### config.mk
export PLATFORM = sky130hd
export DESIGN_NAME = eth_rx_top
export DESIGN_NICKNAME = d
export VERILOG_FILES = /design/src/eth_rx_pkg.sv /design/src/rx_byte_if.sv /design/src/eth_rx_fcs.sv /design/src/eth_rx_hdr.sv /design/src/eth_rx_preamble.sv /design/src/eth_rx_top.sv
export SDC_FILE = /design/constraint.sdc
export NUM_CORES = 1
export LEC_CHECK = 0
export ABC_CLOCK_PERIOD_IN_PS = 14250
export BUFFER_PORTS_ARGS = -buffer_cell sky130_fd_sc_hd__buf_4
export CAP_MARGIN = 20
export CELL_PAD_IN_SITES_DETAIL_PLACEMENT = 1
export CELL_PAD_IN_SITES_GLOBAL_PLACEMENT = 1
export CORE_MARGIN = 4
export CORE_UTILIZATION = 25
export DETAILED_ROUTE_END_ITERATION = 7
export MAX_ROUTING_LAYER = met4
export PLACE_DENSITY_LB_ADDON = 0.2
export SLEW_MARGIN = 0
export SYNTH_ARGS = -nofsm -noshare
export SYNTH_HDL_FRONTEND = slang
export SYNTH_HIERARCHICAL = 1
export SYNTH_SLANG_ARGS = --single-unit
### constraint.sdc
create_clock -name clk -period 14.25 [get_ports clk]
set_input_delay 0 -clock clk [delete_from_list [all_inputs] [get_ports clk]]
set_output_delay 0 -clock clk [all_outputs]
set_load 0.01 [all_outputs]
### src/eth_rx_pkg.sv
package eth_rx_pkg;

  // ********************************************************
  // Frame format constants
  // ********************************************************

  // Destination, source and ethertype
  localparam int MAC_HDR_LEN = 14;

  // Frame check sequence trails the payload
  localparam int FCS_LEN = 4;

  localparam logic [7:0] PREAMBLE_BYTE = 8'h55;
  localparam logic [7:0] SFD_BYTE      = 8'hD5;

  // ********************************************************
  // CRC-32 constants
  // ********************************************************

  localparam logic [31:0] CRC_INIT = 32'hFFFF_FFFF;

  // Reflected polynomial, bits shifted in LSB first
  localparam logic [31:0] CRC_POLY = 32'hEDB8_8320;

  // Register value after data plus a correct FCS has been shifted in
  localparam logic [31:0] CRC_RESIDUE = 32'hDEBB_20E3;

  // ********************************************************
  // Header types
  // ********************************************************

  typedef logic [47:0] mac_addr_t;

  // Same 14 header bytes, seen as a shift register or as fields.
  // The first byte on the wire lands in bytes[MAC_HDR_LEN-1].
  typedef union packed {
    logic [MAC_HDR_LEN-1:0][7:0] bytes;
    struct packed {
      mac_addr_t   dst_mac;
      mac_addr_t   src_mac;
      logic [15:0] ethertype;
    } fields;
  } mac_hdr_t;

  // ********************************************************
  // CRC-32 byte update
  // ********************************************************

  function automatic logic [31:0] crc32_byte(
    input logic [31:0] crc,
    input logic [7:0]  data
  );
    logic [31:0] c;
    c = crc;
    // Bit 0 of the byte goes first, as on the wire
    for (int i = 0; i < 8; i++) begin
      if (c[0] ^ data[i]) begin
        c = (c >> 1) ^ CRC_POLY;
      end else begin
        c = c >> 1;
      end
    end
    return c;
  endfunction

endpackage

### src/rx_byte_if.sv
// Byte stream between the receive stages
interface rx_byte_if;

  logic [7:0] dat;
  logic       val;
  logic       sof;
  logic       eof;
  logic       err;

  modport src (
    output dat,
    output val,
    output sof,
    output eof,
    output err
  );

  modport snk (
    input dat,
    input val,
    input sof,
    input eof,
    input err
  );

endinterface

### src/eth_rx_fcs.sv
module eth_rx_fcs
  import eth_rx_pkg::*;
(
  input logic    clk,
  input logic    fsm_rst,
  rx_byte_if.snk in,
  rx_byte_if.src out
);

  // ********************************************************
  // Delay line and CRC
  // ********************************************************

  // dly[0] is the newest byte
  logic [FCS_LEN-1:0][7:0] dly;
  logic [2:0]              fill;
  logic                    line_full;

  logic [31:0] crc_q;
  logic [31:0] crc_d;
  logic        crc_bad;

  logic sof_pend;

  always_comb begin
    // CRC restarts on the first byte of a frame
    crc_d     = crc32_byte(in.sof ? CRC_INIT : crc_q, in.dat);
    crc_bad   = (crc_d != CRC_RESIDUE);
    line_full = !in.sof && (fill == 3'(FCS_LEN));
  end

  // ********************************************************
  // Release and flags
  // ********************************************************

  always_ff @(posedge clk) begin
    if (fsm_rst) begin
      fill     <= 3'd0;
      crc_q    <= CRC_INIT;
      sof_pend <= 1'b0;
      out.val  <= 1'b0;
      out.sof  <= 1'b0;
      out.eof  <= 1'b0;
      out.err  <= 1'b0;
    end else begin
      out.val <= 1'b0;
      out.sof <= 1'b0;
      out.eof <= 1'b0;
      out.err <= 1'b0;
      if (in.val) begin
        dly   <= {dly[FCS_LEN-2:0], in.dat};
        crc_q <= crc_d;

        if (in.sof) begin
          fill     <= 3'd1;
          sof_pend <= 1'b1;
        end else if (!line_full) begin
          fill <= fill + 3'd1;
        end

        // Oldest byte leaves once four newer ones are behind it
        if (line_full) begin
          out.val  <= 1'b1;
          out.dat  <= dly[FCS_LEN-1];
          out.sof  <= sof_pend;
          sof_pend <= 1'b0;
        end

        if (in.eof) begin
          fill    <= 3'd0;
          out.eof <= 1'b1;
          // Too short for any payload counts as a runt
          out.err <= !line_full || crc_bad || in.err;
        end
      end else if (in.eof) begin
        // Upstream ended with no byte at all
        fill    <= 3'd0;
        out.eof <= 1'b1;
        out.err <= 1'b1;
      end
    end
  end

endmodule

### src/eth_rx_hdr.sv
module eth_rx_hdr
  import eth_rx_pkg::*;
(
  input  logic        clk,
  input  logic        fsm_rst,
  rx_byte_if.snk      in,
  output logic        hdr_val,
  output mac_addr_t   dst_mac,
  output mac_addr_t   src_mac,
  output logic [15:0] ethertype,
  output logic [7:0]  dat,
  output logic        val,
  output logic        sof,
  output logic        eof,
  output logic        err
);

  mac_hdr_t hdr_q;
  mac_hdr_t hdr_d;

  // Header bytes seen so far, MAC_HDR_LEN means payload phase
  logic [3:0] hdr_cnt;
  logic [3:0] cnt_cur;
  logic       pay_first;

  always_comb begin
    cnt_cur     = in.sof ? 4'd0 : hdr_cnt;
    hdr_d.bytes = {hdr_q.bytes[MAC_HDR_LEN-2:0], in.dat};
  end

  always_ff @(posedge clk) begin
    if (fsm_rst) begin
      hdr_cnt   <= 4'd0;
      pay_first <= 1'b0;
      hdr_val   <= 1'b0;
      val       <= 1'b0;
      sof       <= 1'b0;
      eof       <= 1'b0;
      err       <= 1'b0;
    end else begin
      hdr_val <= 1'b0;
      val     <= 1'b0;
      sof     <= 1'b0;
      eof     <= 1'b0;
      err     <= 1'b0;
      if (in.val) begin
        if (cnt_cur != 4'(MAC_HDR_LEN)) begin
          hdr_q   <= hdr_d;
          hdr_cnt <= cnt_cur + 4'd1;
          // Last header byte, present the fields
          if (cnt_cur == 4'(MAC_HDR_LEN - 1)) begin
            hdr_val   <= 1'b1;
            dst_mac   <= hdr_d.fields.dst_mac;
            src_mac   <= hdr_d.fields.src_mac;
            ethertype <= hdr_d.fields.ethertype;
            pay_first <= 1'b1;
          end
          // Frame ended before any payload
          if (in.eof) begin
            hdr_cnt <= 4'd0;
            eof     <= 1'b1;
            err     <= 1'b1;
          end
        end else begin
          val       <= 1'b1;
          dat       <= in.dat;
          sof       <= pay_first;
          eof       <= in.eof;
          err       <= in.eof && in.err;
          pay_first <= 1'b0;
          if (in.eof) begin
            hdr_cnt <= 4'd0;
          end
        end
      end else if (in.eof) begin
        // Runt flagged upstream
        hdr_cnt <= 4'd0;
        eof     <= 1'b1;
        err     <= 1'b1;
      end
    end
  end

endmodule

### src/eth_rx_preamble.sv
module eth_rx_preamble
  import eth_rx_pkg::*;
(
  input  logic       clk,
  input  logic       fsm_rst,
  input  logic [7:0] phy_dat,
  input  logic       phy_val,
  rx_byte_if.src     out
);

  localparam logic [1:0] ST_IDLE     = 2'd0;
  localparam logic [1:0] ST_PREAMBLE = 2'd1;
  localparam logic [1:0] ST_FRAME    = 2'd2;
  localparam logic [1:0] ST_DROP     = 2'd3;

  logic [1:0] state;

  // One byte held back so the last one can carry eof
  logic [7:0] hold_dat;
  logic       hold_vld;
  logic       first_pend;

  always_ff @(posedge clk) begin
    if (fsm_rst) begin
      state      <= ST_IDLE;
      hold_vld   <= 1'b0;
      first_pend <= 1'b0;
      out.val    <= 1'b0;
      out.sof    <= 1'b0;
      out.eof    <= 1'b0;
      out.err    <= 1'b0;
    end else begin
      out.val <= 1'b0;
      out.sof <= 1'b0;
      out.eof <= 1'b0;
      out.err <= 1'b0;
      case (state)
        ST_IDLE, ST_PREAMBLE: begin
          if (!phy_val) begin
            state <= ST_IDLE;
          end else if (phy_dat == PREAMBLE_BYTE) begin
            state <= ST_PREAMBLE;
          end else if (phy_dat == SFD_BYTE) begin
            state      <= ST_FRAME;
            hold_vld   <= 1'b0;
            first_pend <= 1'b1;
          end else begin
            state <= ST_DROP;
          end
        end
        ST_FRAME: begin
          if (phy_val) begin
            hold_dat <= phy_dat;
            hold_vld <= 1'b1;
            if (hold_vld) begin
              out.val    <= 1'b1;
              out.dat    <= hold_dat;
              out.sof    <= first_pend;
              first_pend <= 1'b0;
            end
          end else begin
            // End of frame, flush the held byte
            state    <= ST_IDLE;
            hold_vld <= 1'b0;
            out.val  <= hold_vld;
            out.dat  <= hold_dat;
            out.sof  <= first_pend && hold_vld;
            out.eof  <= 1'b1;
            out.err  <= !hold_vld;  // nothing after the SFD
          end
        end
        default: begin
          // Bad delimiter, wait for the gap
          if (!phy_val) begin
            state <= ST_IDLE;
          end
        end
      endcase
    end
  end

endmodule

### src/eth_rx_top.sv
module eth_rx_top
  import eth_rx_pkg::*;
(
  input  logic        clk,
  input  logic        fsm_rst,
  input  logic [7:0]  phy_dat,
  input  logic        phy_val,
  output logic        hdr_val,
  output mac_addr_t   dst_mac,
  output mac_addr_t   src_mac,
  output logic [15:0] ethertype,
  output logic [7:0]  dat,
  output logic        val,
  output logic        sof,
  output logic        eof,
  output logic        err
);

  // ********************************************************
  // Stage links
  // ********************************************************

  // Preamble stage to FCS stage
  rx_byte_if pre_to_fcs ();

  // FCS stage to header stage
  rx_byte_if fcs_to_hdr ();

  // ********************************************************
  // Receive pipeline
  // ********************************************************

  eth_rx_preamble preamble0 (
    .clk     (clk),
    .fsm_rst (fsm_rst),
    .phy_dat (phy_dat),
    .phy_val (phy_val),
    .out     (pre_to_fcs)
  );

  eth_rx_fcs fcs0 (
    .clk     (clk),
    .fsm_rst (fsm_rst),
    .in      (pre_to_fcs),
    .out     (fcs_to_hdr)
  );

  eth_rx_hdr hdr0 (
    .clk       (clk),
    .fsm_rst   (fsm_rst),
    .in        (fcs_to_hdr),
    .hdr_val   (hdr_val),
    .dst_mac   (dst_mac),
    .src_mac   (src_mac),
    .ethertype (ethertype),
    .dat       (dat),
    .val       (val),
    .sof       (sof),
    .eof       (eof),
    .err       (err)
  );

endmodule

==> summary.md, run 1 <==
| Metric | Value |
|---|---|
| Critical path endpoint category | flop |
| Delay of the slowest critical-path stage | 0.56 ns |
| Path type of the worst setup path | flop to flop |
| Post-route total power | 2.030 mW |
| Max clock buf depth | 3 |
| Status | completed |
| DIE HEIGHT | 231.1 um |
| Number of cells upsized or downsized after cts | 0 |
| Power Dens Cells | 131.4 nW/um2 |
| Setup repair bufs after CTS | 0 |
| Hold Worst Slack | 0.1840 ns |
| Number of global-route vias before repair | 6732 |
| Most used flip-flop cell after synthesis | sky130_fd_sc_hd__edfxtp_1 |
| Slew Limit Fails | 0 |
| Most numerous cell types in the synthesized netlist | sky130_fd_sc_hd__edfxtp_1 (280), sky130_fd_sc_hd__nor2_1 (62), sky130_fd_sc_hd__xnor2_1 (62) |
| Clock tree from TritonCTS | yes |
| Post-synthesis register bit count | 338 |
| Tot GR Track Use | 0.1059 |
| Total count of hold-check failures in the final report | 0 |
| Chip Width | around 230 um |
| Slew Limit Headroom | 0.3196 |
| Portion of synthesized cell area occupied by the leading cell type | 0.6759 |
| Cts hold-fix bufs | 10 |
| Area contributors post-synth | sky130_fd_sc_hd__edfxtp_1 (68%), sky130_fd_sc_hd__dfxtp_1 (9.3%), sky130_fd_sc_hd__xnor2_1 (4.4%), sky130_fd_sc_hd__xnor3_1 (2.0%), sky130_fd_sc_hd__nor2_1 (1.9%) |
| CP Data Arrival Time | around 3.7 ns |
| Post-synthesis net count | 755 |
| Reg clk slew, reported paths | 0.06 ns |
| Count of vias placed by the detailed router | 6519 |
| Number of endpoints failing setup at the final stage | 0 |
| H-tree Lvls | 2 |
| Crit path max-delay cell type | sky130_fd_sc_hd__or4_1 |
| Count leader, synth | sky130_fd_sc_hd__edfxtp_1 |
| Core utilization of the finished layout | 0.3149 |
| Placed standard-cell area | 14170 um2 |
| Wire length of the first global-routing pass | between 40 and 50 mm |
| Cell area after layout | 15450 um2 |
| Static leakage | 5.309 nW |
| Die ar. | 53400 um2 |
| Clock root buffer | sky130_fd_sc_hd__clkbuf_16 |
| GP Congestion | 0.7936 |
| Vias per cell | 4.090 |
| Rows | 81 |
| Worst hold path type | input port to flop |
| Endpoint required time on the critical path | 14.68 ns |
| Actual slew at the worst max-slew pin | just over 1 ns |
| Share of the clock period used by the worst path after layout | 0.2284 |
| Setup Total Neg Slack | 0 ns |
| RSZ-0062 raised after global routing | no |
| Final clock skew | 0.02538 ns |
| Count of unique library cells instantiated by Yosys | 72 |
| Multi-input logic area | 2650 um2 |
| Nets | 917 |
| Part of the Yosys area used for sequential elements | 0.7692 |
| Share of cells above drive strength 1 | 0.2355 |
| Maximum ir drop on the vdd rail | 0.06505 mV |
| Number of standard cells after synthesis | 741 |
| Placed insts | 1516 |
| Drt drc | 0 |
| Number of input and output port buffers inserted | 135 |
| Layout Cells excl Fill | 1594 |
| IO Count | 136 |
| Synthesis Warnings | 6 |
| First-pass detailed-route iteration total | 4 |
| Critical Path Source Type | flop |
| Fmax achieved | between 300 and 400 MHz |
| Worst skew pair latency | about 0.55 ns |
| Mapped cell area | 12440 um2 |
| Avg Synthesized Cell Area | 16.79 um2 |
| Area of the core | 49050 um2 |
| Routed length per instance | roughly 17 um |
| Max Cap Violations | 0 |
| Number of enable-type register cells in the synthesized netlist | 280 |
| Initial standard-cell utilization of the core | 0.2536 |
| Placement Setup Slack | 11.00 ns |
| Final routed wirelength across all metal layers | roughly 28 mm |
| Dominant delay contributor by cell family on the critical path | simple AND/OR/NAND/NOR gates |
| Number of clock buffers inserted by TritonCTS | 38 |
| Buffers & Inverters on Critical Path | 2 |
| Peak fanout along the critical path | 45 |
| Fraction of registers with async set or reset after synthesis | 0 |
| Count of antenna-violating nets left after detailed routing | 0 |
| Syn-to-layout area delta | 24.17% |
| Final setup slack of the worst path | 11.00 ns |
| HPWL Detailed | 18.74 mm |
| Final critical delay including setup and external delays | 3.254 ns |
| Storage element area | 9569 um2 |
| Largest net degree at the start of global routing | 74 |
| Biggest area consumer among synthesized cells | sky130_fd_sc_hd__edfxtp_1 |
| DRC violation total after the first TritonRoute iteration | 371 |
| Total inserted antenna cells | 0 |
| Critical path, cell by cell | buf_4, inv_1, and3_1, or4_1, a211o_1, a222oi_1, nand4_1, o31a_1 |
| Initial antenna violation count | 0 |
| Congestion Overflow GR | 0 |
| CTS Sinks | 338 |
| Number of fillers in the final layout | 5185 |
-- cells in the final DEF (no fill, tap or decap), drive strengths merged, types with 9 or more instances in the layout --
master / count
inv: 11
clkbuf: 44
clkinv: 18
xor2: 18
xnor3: 11
xnor2: 63
nor3: 10
a211o: 24
nor2: 63
nor2b: 11
o21ai: 9
buf: 146
nand2: 28
a21oi: 10
dfxtp: 58
dlygate4sd3: 10
edfxtp: 280
-- layout make-up --
| type | count | share of cell area |
|---|---|---|
| multi-input combinational | 360 | 0.1716 |
| clock buffer | 44 | 0.06439 |
| tap | 664 | 0.05378 |
| sequential | 338 | 0.6195 |
| inverter | 9 | 0.002187 |
| timing repair buffer | 156 | 0.07743 |
| clock inverter | 23 | 0.01118 |
-- worst paths after layout --
kind,from,end,slack [ns],depth (start not counted)
max,preamble0/out.sof,fcs0/out.err,11.00,8
min,phy_dat[4],preamble0/hold_dat[4],0.18,2
max reg2reg,preamble0/out.sof,fcs0/out.err,11.00,8
min reg2reg,fcs0/dly[2],fcs0/dly[10],0.40,0
-- flip-flops by register name (all words and copies together), names as in the netlist, 2 cells and up --
signal              flops
preamble0/hold_dat      8
fcs0/fill               3
fcs0/dly               32
hdr0/ethertype         16
hdr0/hdr_q            104
preamble0/state         2
fcs0/out.dat            8
hdr0/src_mac           48
preamble0/out.dat       8
fcs0/crc_q             32
hdr0/hdr_cnt            4
hdr0/dat                8
hdr0/dst_mac           48
-- report_power, final --
| part | switching, mW | internal (mW) | total [mW] |
|---|---|---|---|
| sequential | 0.00400 | 1.06 | 1.06 |
| clock | 0.383 | 0.537 | 0.920 |
| combinational | 0.0252 | 0.0215 | 0.0466 |
| total | 0.413 | 1.62 | 2.03 |
-- cells by family (layout without fill, tap and decap cells) --
group / count (synthesis) / in the layout / synth area share
AO/OA/AOI/OAI: 78 / 78 / 0.04727
adder cells (fa/ha/maj): 3 / 3 / 0.003018
AND/OR/NAND/NOR: 180 / 180 / 0.07644
XOR/XNOR: 93 / 93 / 0.08006
multiplexers: 6 / 6 / 0.004928
flip-flops: 338 / 338 / 0.7692
buffers and inverters: 43 / 232 / 0.01911
-- metal layers --
metal	wire length, um	up-vias	GRT usage
met1	13030	3250	0.1402
met5	0	-	-
met3	1337	46	0.02397
met4	733	0	0.03834
li1	-	3076	-
met2	12660	147	0.1606
(Power assumes the default switching activity.)
==> inputs of run 2 (changes only) <==
- ABC_AREA: unset -> 1
- ABC_CLOCK_PERIOD_IN_PS: 14250 -> 3400
- clock period: 14.25 -> 3.4 ns (I/O delays scaled with it)
==> run 2 against run 1 <==
Compared with the run above:
- synthesized area unchanged
- non-clock buffer count unchanged
- critical endpoint unchanged
- wire length increased by 8.3%
- combinational power increased to 3.9 times the previous value
- flip-flop and latch count unchanged
- global-route usage increased by 1.0 points
- synthesized cell count increased by 31%
- largest power group unchanged
- via count increased by 15%
- highest routed layer unchanged
==> summary.md, run 2 <==
| Metric | Value |
|---|---|
| Status | completed (unchanged) |
| Clock network fraction of total power | 0.489 (was 0.453) |
| Share of the clock period used by the worst path after layout | 0.7784 (was 0.2284) |
| Initial antenna violation count | 0 (unchanged) |
| Initial standard-cell utilization of the core | 0.2536 (unchanged) |
| Startpoint of the most critical hold path | phy_dat[0] (was phy_dat[4]) |
| Fmax achieved | 377.9 MHz (was 307.3 MHz) |
| Switching Share | 0.1986 (was 0.2033) |
| Count leader, synth | sky130_fd_sc_hd__edfxtp_1 (unchanged) |
| Number of endpoints failing setup at the final stage | 0 (unchanged) |
| DRC violation total after the first TritonRoute iteration | 391 (was 371) |
| Count of antenna-violating nets left after detailed routing | 0 (unchanged) |
| Maximum ir drop on the vdd rail | 0.2942 mV (was 0.06505 mV) |
| Part of the total power dissipated in sequential elements | 0.491 (was 0.524) |
| Number of input and output port buffers inserted | 135 (unchanged) |
| Chip Width | 231.1 um (unchanged) |
| Length of routed wiring on met1 | 13.93 mm (was 13.03 mm) |
| Final critical delay including setup and external delays | 2.647 ns (was 3.254 ns) |
| Worst hold path type | input port to flop (unchanged) |
| Actual slew at the worst max-slew pin | 0.8588 ns (was 1.021 ns) |
| Slack of the worst reg-to-reg path | 0.75 ns (was 11.00 ns) |
| Crit path max-delay cell type | sky130_fd_sc_hd__dfxtp_1 (was sky130_fd_sc_hd__or4_1) |
| Most numerous cell types in the synthesized netlist | sky130_fd_sc_hd__edfxtp_1 (280), sky130_fd_sc_hd__nand2_1 (265), sky130_fd_sc_hd__nor2_1 (79) (was sky130_fd_sc_hd__edfxtp_1 (280), sky130_fd_sc_hd__nor2_1 (62), sky130_fd_sc_hd__xnor2_1 (62)) |
| Max clock buf depth | 3 (unchanged) |
| Setup Total Neg Slack | 0 ns (unchanged) |
| Nets | 1161 (was 917) |
| Slew Limit Fails | 0 (unchanged) |
| Met2 layer wire length in the routed design | 13.95 mm (was 12.66 mm) |
| Clock root buffer | sky130_fd_sc_hd__clkbuf_16 (unchanged) |
| CP Data Arrival Time | 3.09 ns (was 3.69 ns) |
| IO Count | 136 (unchanged) |
| Number of clock buffers inserted by TritonCTS | 39 (was 38) |
| Flip-flop count of the largest register after layout | 104 (unchanged) |
| Path type of the worst setup path | flop to flop (unchanged) |
| Area contributors post-synth | sky130_fd_sc_hd__edfxtp_1 (68%), sky130_fd_sc_hd__dfxtp_1 (9.3%), sky130_fd_sc_hd__nand2_1 (8.0%), sky130_fd_sc_hd__nor2_1 (2.4%), sky130_fd_sc_hd__nand3_1 (2.2%) (was sky130_fd_sc_hd__edfxtp_1 (68%), sky130_fd_sc_hd__dfxtp_1 (9.3%), sky130_fd_sc_hd__xnor2_1 (4.4%), sky130_fd_sc_hd__xnor3_1 (2.0%), sky130_fd_sc_hd__nor2_1 (1.9%)) |
| Largest regs | hdr0/hdr_q x104, hdr0/dst_mac x48, hdr0/src_mac x48 (unchanged) |
| Mapped cell area | 12440 um2 (unchanged) |
| Most flop-heavy register | hdr0/hdr_q (unchanged) |
| Portion of synthesized cell area occupied by the leading cell type | 0.6759 (unchanged) |
| Tot GR Track Use | 0.1161 (was 0.1059) |
| Worst flop-to-flop path endpoint | fcs0/out.err (unchanged) |
| Area of the core | 49050 um2 (unchanged) |
| Fraction of registers with async set or reset after synthesis | 0 (unchanged) |
| NetSw | 1.797 mW (was 0.4127 mW) |
| Reg clk slew, reported paths | 0.06 ns (about the same) |
| Multi-input logic area | 2537 um2 (was 2650 um2) |
| Worst r2r path cells | 16 (was 8) |
| CTS Sinks | 338 (unchanged) |
| Count of unique library cells instantiated by Yosys | 34 (was 72) |
| Congestion Overflow GR | 0 (unchanged) |
| Avg Synthesized Cell Area | 12.85 um2 (was 16.79 um2) |
| Worst skew pair latency | 0.56 ns (was 0.55 ns) |
| Number of standard cells after synthesis | 968 (was 741) |
| Combinational share of power | 0.020 (was 0.023) |
| Placement Setup Slack | 0.7114 ns (was 11.00 ns) |
| Core utilization of the finished layout | 0.3223 (was 0.3149) |
| Buffers & Inverters on Critical Path | 1 (was 2) |
| Clock tree from TritonCTS | yes (unchanged) |
| Number of enable-type register cells in the synthesized netlist | 280 (unchanged) |
| Crit path top cell by count | sky130_fd_sc_hd__nor2_1 |
| Final routed wirelength across all metal layers | 30.07 mm (was 27.76 mm) |
| Number of global-route vias before repair | 7736 (was 6732) |
| Routed length per instance | 16.33 um (was 17.42 um) |
| Commonest non-fill, non-tap cell in the layout | sky130_fd_sc_hd__edfxtp_1 (unchanged) |
| Biggest area consumer among synthesized cells | sky130_fd_sc_hd__edfxtp_1 (unchanged) |
| Met3 Routed Length | 1.552 mm (was 1.337 mm) |
| RSZ-0062 raised after global routing | no (unchanged) |
| Critical path endpoint category | flop (unchanged) |
| Endpoint required time on the critical path | 3.84 ns (was 14.68 ns) |
| Count of vias placed by the detailed router | 7497 (was 6519) |
| First-pass detailed-route iteration total | 4 (unchanged) |
| Delay of the slowest critical-path stage | 0.49 ns (was 0.56 ns) |
| Rows | 81 (unchanged) |
| Largest net degree at the start of global routing | 113 (was 74) |
| Share of cells above drive strength 1 | 0.2207 (was 0.2355) |
| Post-synthesis net count | 982 (was 755) |
| DIE HEIGHT | 231.1 um (unchanged) |
| Post-synthesis register bit count | 338 (unchanged) |
| Cell area after layout | 15810 um2 (was 15450 um2) |
| Total inserted antenna cells | 0 (unchanged) |
| WHS Path Cells | 2 (unchanged) |
| Internal | 7.254 mW (was 1.617 mW) |
| Peak fanout along the critical path | 13 (was 45) |
| Reg-to-reg critical path startpoint | preamble0/out.sof (unchanged) |
| Dominant delay contributor by cell family on the critical path | simple AND/OR/NAND/NOR gates (unchanged) |
| Vias per cell | 4.070 (was 4.090) |
| Storage element area | 9572 um2 (was 9569 um2) |
| Number of fillers in the final layout | 5379 (was 5185) |
| Critical Path Source Type | flop (unchanged) |
| Max Cap Violations | 0 (unchanged) |
| Final setup slack of the worst path | 0.7535 ns (was 11.00 ns) |
| Most used flip-flop cell after synthesis | sky130_fd_sc_hd__edfxtp_1 (unchanged) |
| Wire length of the first global-routing pass | 46.67 mm (was 42.17 mm) |
| Part of the Yosys area used for sequential elements | 0.7692 (unchanged) |
| Drt drc | 0 (unchanged) |
| Placed standard-cell area | 14330 um2 (was 14170 um2) |
| HPWL Detailed | 21.59 mm (was 18.74 mm) |
| Commonest cells after routing, fill and taps aside | sky130_fd_sc_hd__edfxtp_1 (280), sky130_fd_sc_hd__nand2_1 (264), sky130_fd_sc_hd__buf_4 (144) (was sky130_fd_sc_hd__edfxtp_1 (280), sky130_fd_sc_hd__buf_4 (146), sky130_fd_sc_hd__xnor2_1 (62)) |
| Final clock skew | 0.01534 ns (was 0.02538 ns) |
| Top layer in use | met4 (unchanged) |
| Power Dens Cells | 572.5 nW/um2 (was 131.4 nW/um2) |
| H-tree Lvls | 2 (unchanged) |
| Slew Limit Headroom | 0.4269 (was 0.3196) |
| End of the worst hold path | preamble0/hold_dat[0] (was preamble0/hold_dat[4]) |
| Synthesis Warnings | 6 (unchanged) |
| Critical path, cell by cell | inv_2, nand2_1, nand2_1, nand2_2, nand2_2, nand2_4, ha_1, nand2_1, nor2_1, nand3_1, nor2_1, nand3_1, nor2_1, nand3_1, nor2_1, a21oi_1 (was buf_4, inv_1, and3_1, or4_1, a211o_1, a222oi_1, nand4_1, o31a_1) |
| Static leakage | 5.927 nW (was 5.309 nW) |
| Syn-to-layout area delta | 27.08% (was 24.17%) |
| GP Congestion | 0.7947 (was 0.7936) |
| Die ar. | 53400 um2 (unchanged) |
| Total count of hold-check failures in the final report | 0 (unchanged) |
==> run 2: cell types whose count changed after synthesis, sizes merged, moves of 15 or more <==
cell | previous run | this run
nand2 | 28 | 286
inv | 9 | 71
xnor2 | 63 | 2
nand3 | 8 | 59
nor2 | 63 | 93
a21oi | 10 | 38
a211o | 24 | 2
o21ai | 9 | 24
==> run 2: cell type report <==
class / instances / share of cell area
timing repair buffer: 156 / 0.07724
multi-input combinational: 541 / 0.1605
inverter: 71 / 0.01701
clock buffer: 47 / 0.06426
clock inverter: 25 / 0.02303
sequential: 338 / 0.6054
tap: 664 / 0.05255
==> run 2: worst max path at each step <==
stage                                  from               to  slack (ns)  cells after the start
after floorplan                fcs0/out.sof  hdr0/dst_mac[0]       -0.31                      5
after global placement    preamble0/out.sof     fcs0/out.err        0.79                     16
after detailed placement  preamble0/out.sof     fcs0/out.err        0.71                     16
after CTS                 preamble0/out.sof     fcs0/out.err        0.70                     16
after global routing      preamble0/out.sof     fcs0/out.err        0.29                     16
final                     preamble0/out.sof     fcs0/out.err        0.75                     16
==> run 2: per-layer routing <==
| metal | global-route usage | vias to the layer above |
|---|---|---|
| met5 | - | - |
| met4 | 0.03834 | 0 |
| met3 | 0.02753 | 49 |
| met2 | 0.1815 | 152 |
| met1 | 0.1498 | 3618 |
| li1 | - | 3678 |
==> run 2: timing repair <==
item | CTS | global route
endpoints found under the hold margin | 27 | 0
setup endpoints to repair | 0 | 0
hold buffers | 10 | 0
setup buffers | 0 | 0
gates resized for setup | 0 | 0
==> run 2: stage by stage <==
step	cells	power, mW	hold WS [ns]
after floorplan	968	4.643	0.06244
after global placement	1760	4.702	0.1902
after detailed placement	1760	4.705	0.1919
after CTS	1842	9.234	0.1477
after global routing	1842	9.441	0.1585
final	1842	9.051	0.1855
==> run 2: cell families (layout without fill, tap and decap cells) <==
group	Yosys count	after routing	share of synthesized area
adder cells (fa/ha/maj)	3	3	0.003018
flip-flops	338	338	0.7692
buffers and inverters	89	299	0.02947
XOR/XNOR	6	6	0.004224
AND/OR/NAND/NOR	460	460	0.1625
AO/OA/AOI/OAI	72	72	0.03158
==> run 2: power groups by stage <==
stage,clock network (mW),logic (mW),registers (mW)
finish,4.43,0.180,4.44
global route,4.79,0.207,4.44
CTS,4.61,0.184,4.44
detailed placement,0,0.173,4.53
global placement,0,0.171,4.53
floorplan,0,0.115,4.53
==> inputs of run 3 (changes only) <==
- ABC_CLOCK_PERIOD_IN_PS: 3400 -> 2290
- clock period: 3.4 -> 2.29 ns (I/O delays scaled with it)
==> run 3 against run 2 <==
Compared with the run above:
- global-route usage fell by 0.059 points
- combinational power rose by 67%
- fmax rose by 27%
- critical path type unchanged
- final area rose by 1.2%
- largest power group unchanged
- highest routed layer unchanged
- final cell count rose by 1.7%
- clock power rose by 30%
==> summary.md, run 3 (synthesized netlist as in run 2, its figures left out) <==
| Metric | Value |
|---|---|
| Reg-to-reg critical path startpoint | preamble0/out.sof (unchanged) |
| Actual slew at the worst max-slew pin | 0.6529 ns (was 0.8588 ns) |
| Met2 layer wire length in the routed design | 14.45 mm (was 13.95 mm) |
| Vias per cell | 4.101 (was 4.070) |
| Share of cells above drive strength 1 | 0.2531 (was 0.2207) |
| Final routed wirelength across all metal layers | 30.56 mm (was 30.07 mm) |
| Final critical delay including setup and external delays | 2.083 ns (was 2.647 ns) |
| DRC violation total after the first TritonRoute iteration | 425 (was 391) |
| Reg clk slew, reported paths | 0.06 ns (about the same) |
| Peak fanout along the critical path | 8 (was 13) |
| Part of the total power dissipated in sequential elements | 0.521 (was 0.491) |
| Congestion Overflow GR | 0 (unchanged) |
| Slack of the worst reg-to-reg path | 0.21 ns (was 0.75 ns) |
| Flip-flop count of the largest register after layout | 104 (unchanged) |
| Initial antenna violation count | 0 (unchanged) |
| Slew Limit Fails | 0 (unchanged) |
| Worst hold path type | input port to flop (unchanged) |
| IO Count | 136 (unchanged) |
| NetSw | 2.633 mW (was 1.797 mW) |
| GP Congestion | 0.8046 (was 0.7947) |
| Number of global-route vias before repair | 7876 (was 7736) |
| Startpoint of the most critical hold path | phy_dat[7] (was phy_dat[0]) |
| Worst flop-to-flop path endpoint | fcs0/out.err (unchanged) |
| Total count of hold-check failures in the final report | 0 (unchanged) |
| Tot GR Track Use | 0.1155 (was 0.1161) |
| Layout Cells excl Fill | 1873 (was 1842) |
| Initial standard-cell utilization of the core | 0.2536 (unchanged) |
| Chip Width | 231.1 um (unchanged) |
| Number of endpoints failing setup at the final stage | 0 (unchanged) |
| Largest regs | hdr0/hdr_q x104, hdr0/dst_mac x48, hdr0/src_mac x48 (unchanged) |
| Share of the clock period used by the worst path after layout | 0.9097 (was 0.7784) |
| Total inserted antenna cells | 0 (unchanged) |
| DIE HEIGHT | 231.1 um (unchanged) |
| Core utilization of the finished layout | 0.3261 (was 0.3223) |
| Final clock skew | 0.02377 ns (was 0.01534 ns) |
| Endpoint required time on the critical path | 2.73 ns (was 3.84 ns) |
| Post-route total power | 12.66 mW (was 9.051 mW) |
| Clock network fraction of total power | 0.455 (was 0.489) |
| Worst skew pair latency | 0.54 ns (was 0.56 ns) |
| Status | completed (unchanged) |
| Clock tree from TritonCTS | yes (unchanged) |
| WHS Path Cells | 2 (unchanged) |
| Syn-to-layout area delta | 28.57% (was 27.08%) |
| Most flop-heavy register | hdr0/hdr_q (unchanged) |
| CTS Sinks | 338 (unchanged) |
| Switching Share | 0.2080 (was 0.1986) |
| Combinational share of power | 0.024 (was 0.020) |
| H-tree Lvls | 2 (unchanged) |
| Top layer in use | met4 (unchanged) |
| Static leakage | 6.012 nW (was 5.927 nW) |
| Number of fillers in the final layout | 5393 (was 5379) |
| First-pass detailed-route iteration total | 4 (unchanged) |
| Max clock buf depth | 3 (unchanged) |
| Routed length per instance | 16.32 um (was 16.33 um) |
| CP Data Arrival Time | 2.52 ns (was 3.09 ns) |
| HPWL Detailed | 21.98 mm (was 21.59 mm) |
| Critical path endpoint category | flop (unchanged) |
| Max Cap Violations | 0 (unchanged) |
| Worst r2r path cells | 14 (was 16) |
| Clock root buffer | sky130_fd_sc_hd__clkbuf_16 (unchanged) |
| Count of antenna-violating nets left after detailed routing | 0 (unchanged) |
| Commonest cells after routing, fill and taps aside | sky130_fd_sc_hd__edfxtp_1 (280), sky130_fd_sc_hd__nand2_1 (250), sky130_fd_sc_hd__buf_4 (174) (was sky130_fd_sc_hd__edfxtp_1 (280), sky130_fd_sc_hd__nand2_1 (264), sky130_fd_sc_hd__buf_4 (144)) |
| Die ar. | 53400 um2 (unchanged) |
| Number of clock buffers inserted by TritonCTS | 38 (was 39) |
| Count of vias placed by the detailed router | 7681 (was 7497) |
| Length of routed wiring on met1 | 14.28 mm (was 13.93 mm) |
| Commonest non-fill, non-tap cell in the layout | sky130_fd_sc_hd__edfxtp_1 (unchanged) |
| Maximum ir drop on the vdd rail | 0.5028 mV (was 0.2942 mV) |
| Power Dens Cells | 791.3 nW/um2 (was 572.5 nW/um2) |
| Fmax achieved | 480.0 MHz (was 377.9 MHz) |
| Wire length of the first global-routing pass | 46.71 mm (was 46.67 mm) |
| Largest net degree at the start of global routing | 82 (was 113) |
| End of the worst hold path | preamble0/hold_dat[7] (was preamble0/hold_dat[0]) |
| Rows | 81 (unchanged) |
| Area of the core | 49050 um2 (unchanged) |
| Critical Path Source Type | flop (unchanged) |
| Met3 Routed Length | 1.196 mm (was 1.552 mm) |
| Nets | 1194 (was 1161) |
| Placed insts | 1792 (was 1760) |
| Internal | 10.02 mW (was 7.254 mW) |
| Path type of the worst setup path | flop to flop (unchanged) |
| Number of input and output port buffers inserted | 135 (unchanged) |
| Drt drc | 0 (unchanged) |
| Slew Limit Headroom | 0.5631 (was 0.4269) |
## run 3: stage by stage
stage               setup TNS (ns)  worst slack, ns  hold WS [ns]  instance area [um2]
global placement                 0          0.06220        0.1927                14590
finish                           0           0.2068        0.2123                16000
CTS                              0          0.03230        0.1777                15890
global route             -0.002439        -0.002439        0.1977                16000
floorplan                  -205.79           -1.421       0.06244                12480
detailed placement               0          0.03931        0.1940                14590
## run 3: layout make-up
| type | count | area [um2] | share of cell area |
|---|---|---|---|
| Clock inverter | 25 | 217.7 | 0.01361 |
| Multi-Input combinational cell | 541 | 2616 | 0.1636 |
| Sequential cell | 338 | 9575 | 0.5986 |
| Timing Repair Buffer | 190 | 1500 | 0.09379 |
| Clock buffer | 44 | 983.4 | 0.06148 |
| Tap cell | 664 | 830.8 | 0.05194 |
| Inverter | 71 | 271.5 | 0.01697 |
## run 3: per-layer routing
metal	global-route usage	vias up
met1	0.1539	3744
li1	-	3751
met2	0.1840	141
met3	0.01942	45
met5	-	-
met4	0.03157	0
## run 3: critical path, cell delays in order (launching register included)
cell                      delay, ns
sky130_fd_sc_hd__dfxtp_4       0.36
sky130_fd_sc_hd__buf_6         0.14
sky130_fd_sc_hd__o21ai_0       0.20
sky130_fd_sc_hd__nand2_2       0.14
sky130_fd_sc_hd__buf_6         0.17
sky130_fd_sc_hd__nand2_1       0.12
sky130_fd_sc_hd__nand2_4       0.09
sky130_fd_sc_hd__nand2_1       0.09
sky130_fd_sc_hd__nand3_1       0.10
sky130_fd_sc_hd__nand2_1       0.09
sky130_fd_sc_hd__nand2_1       0.06
sky130_fd_sc_hd__nand2_1       0.10
sky130_fd_sc_hd__nand2_1       0.12
sky130_fd_sc_hd__nor2_1        0.13
sky130_fd_sc_hd__a21oi_1       0.07
## run 3: repair_timing
item | 4_1_cts | 5_1_grt
hold endpoints to repair | 38 | 0
gates resized for setup | 0 | 31
setup buffers | 0 | 2
hold buffers | 10 | 0
endpoints found under the setup margin | 0 | 1
## run 3: power by group through the flow
stage               combinational [mW]  sequential (mW)  clock [mW]
floorplan                        0.171             6.72           0
global placement                 0.282             6.73           0
detailed placement               0.285             6.73           0
CTS                              0.300             6.60        6.02
global route                     0.341             6.59        6.26
finish                           0.300             6.60        5.76
## run 3: worst max path at each step
stage	slack, ns	from	end
6_report	0.21	preamble0/out.sof	fcs0/out.err
2_1_floorplan	-1.42	fcs0/out.sof	hdr0/dst_mac[0]
3_5_place_dp	0.04	preamble0/out.sof	fcs0/out.err
5_1_grt	-0.002	preamble0/out.sof	fcs0/out.err
4_1_cts	0.03	preamble0/out.sof	fcs0/out.err
3_3_place_gp	0.06	preamble0/out.sof	fcs0/out.err
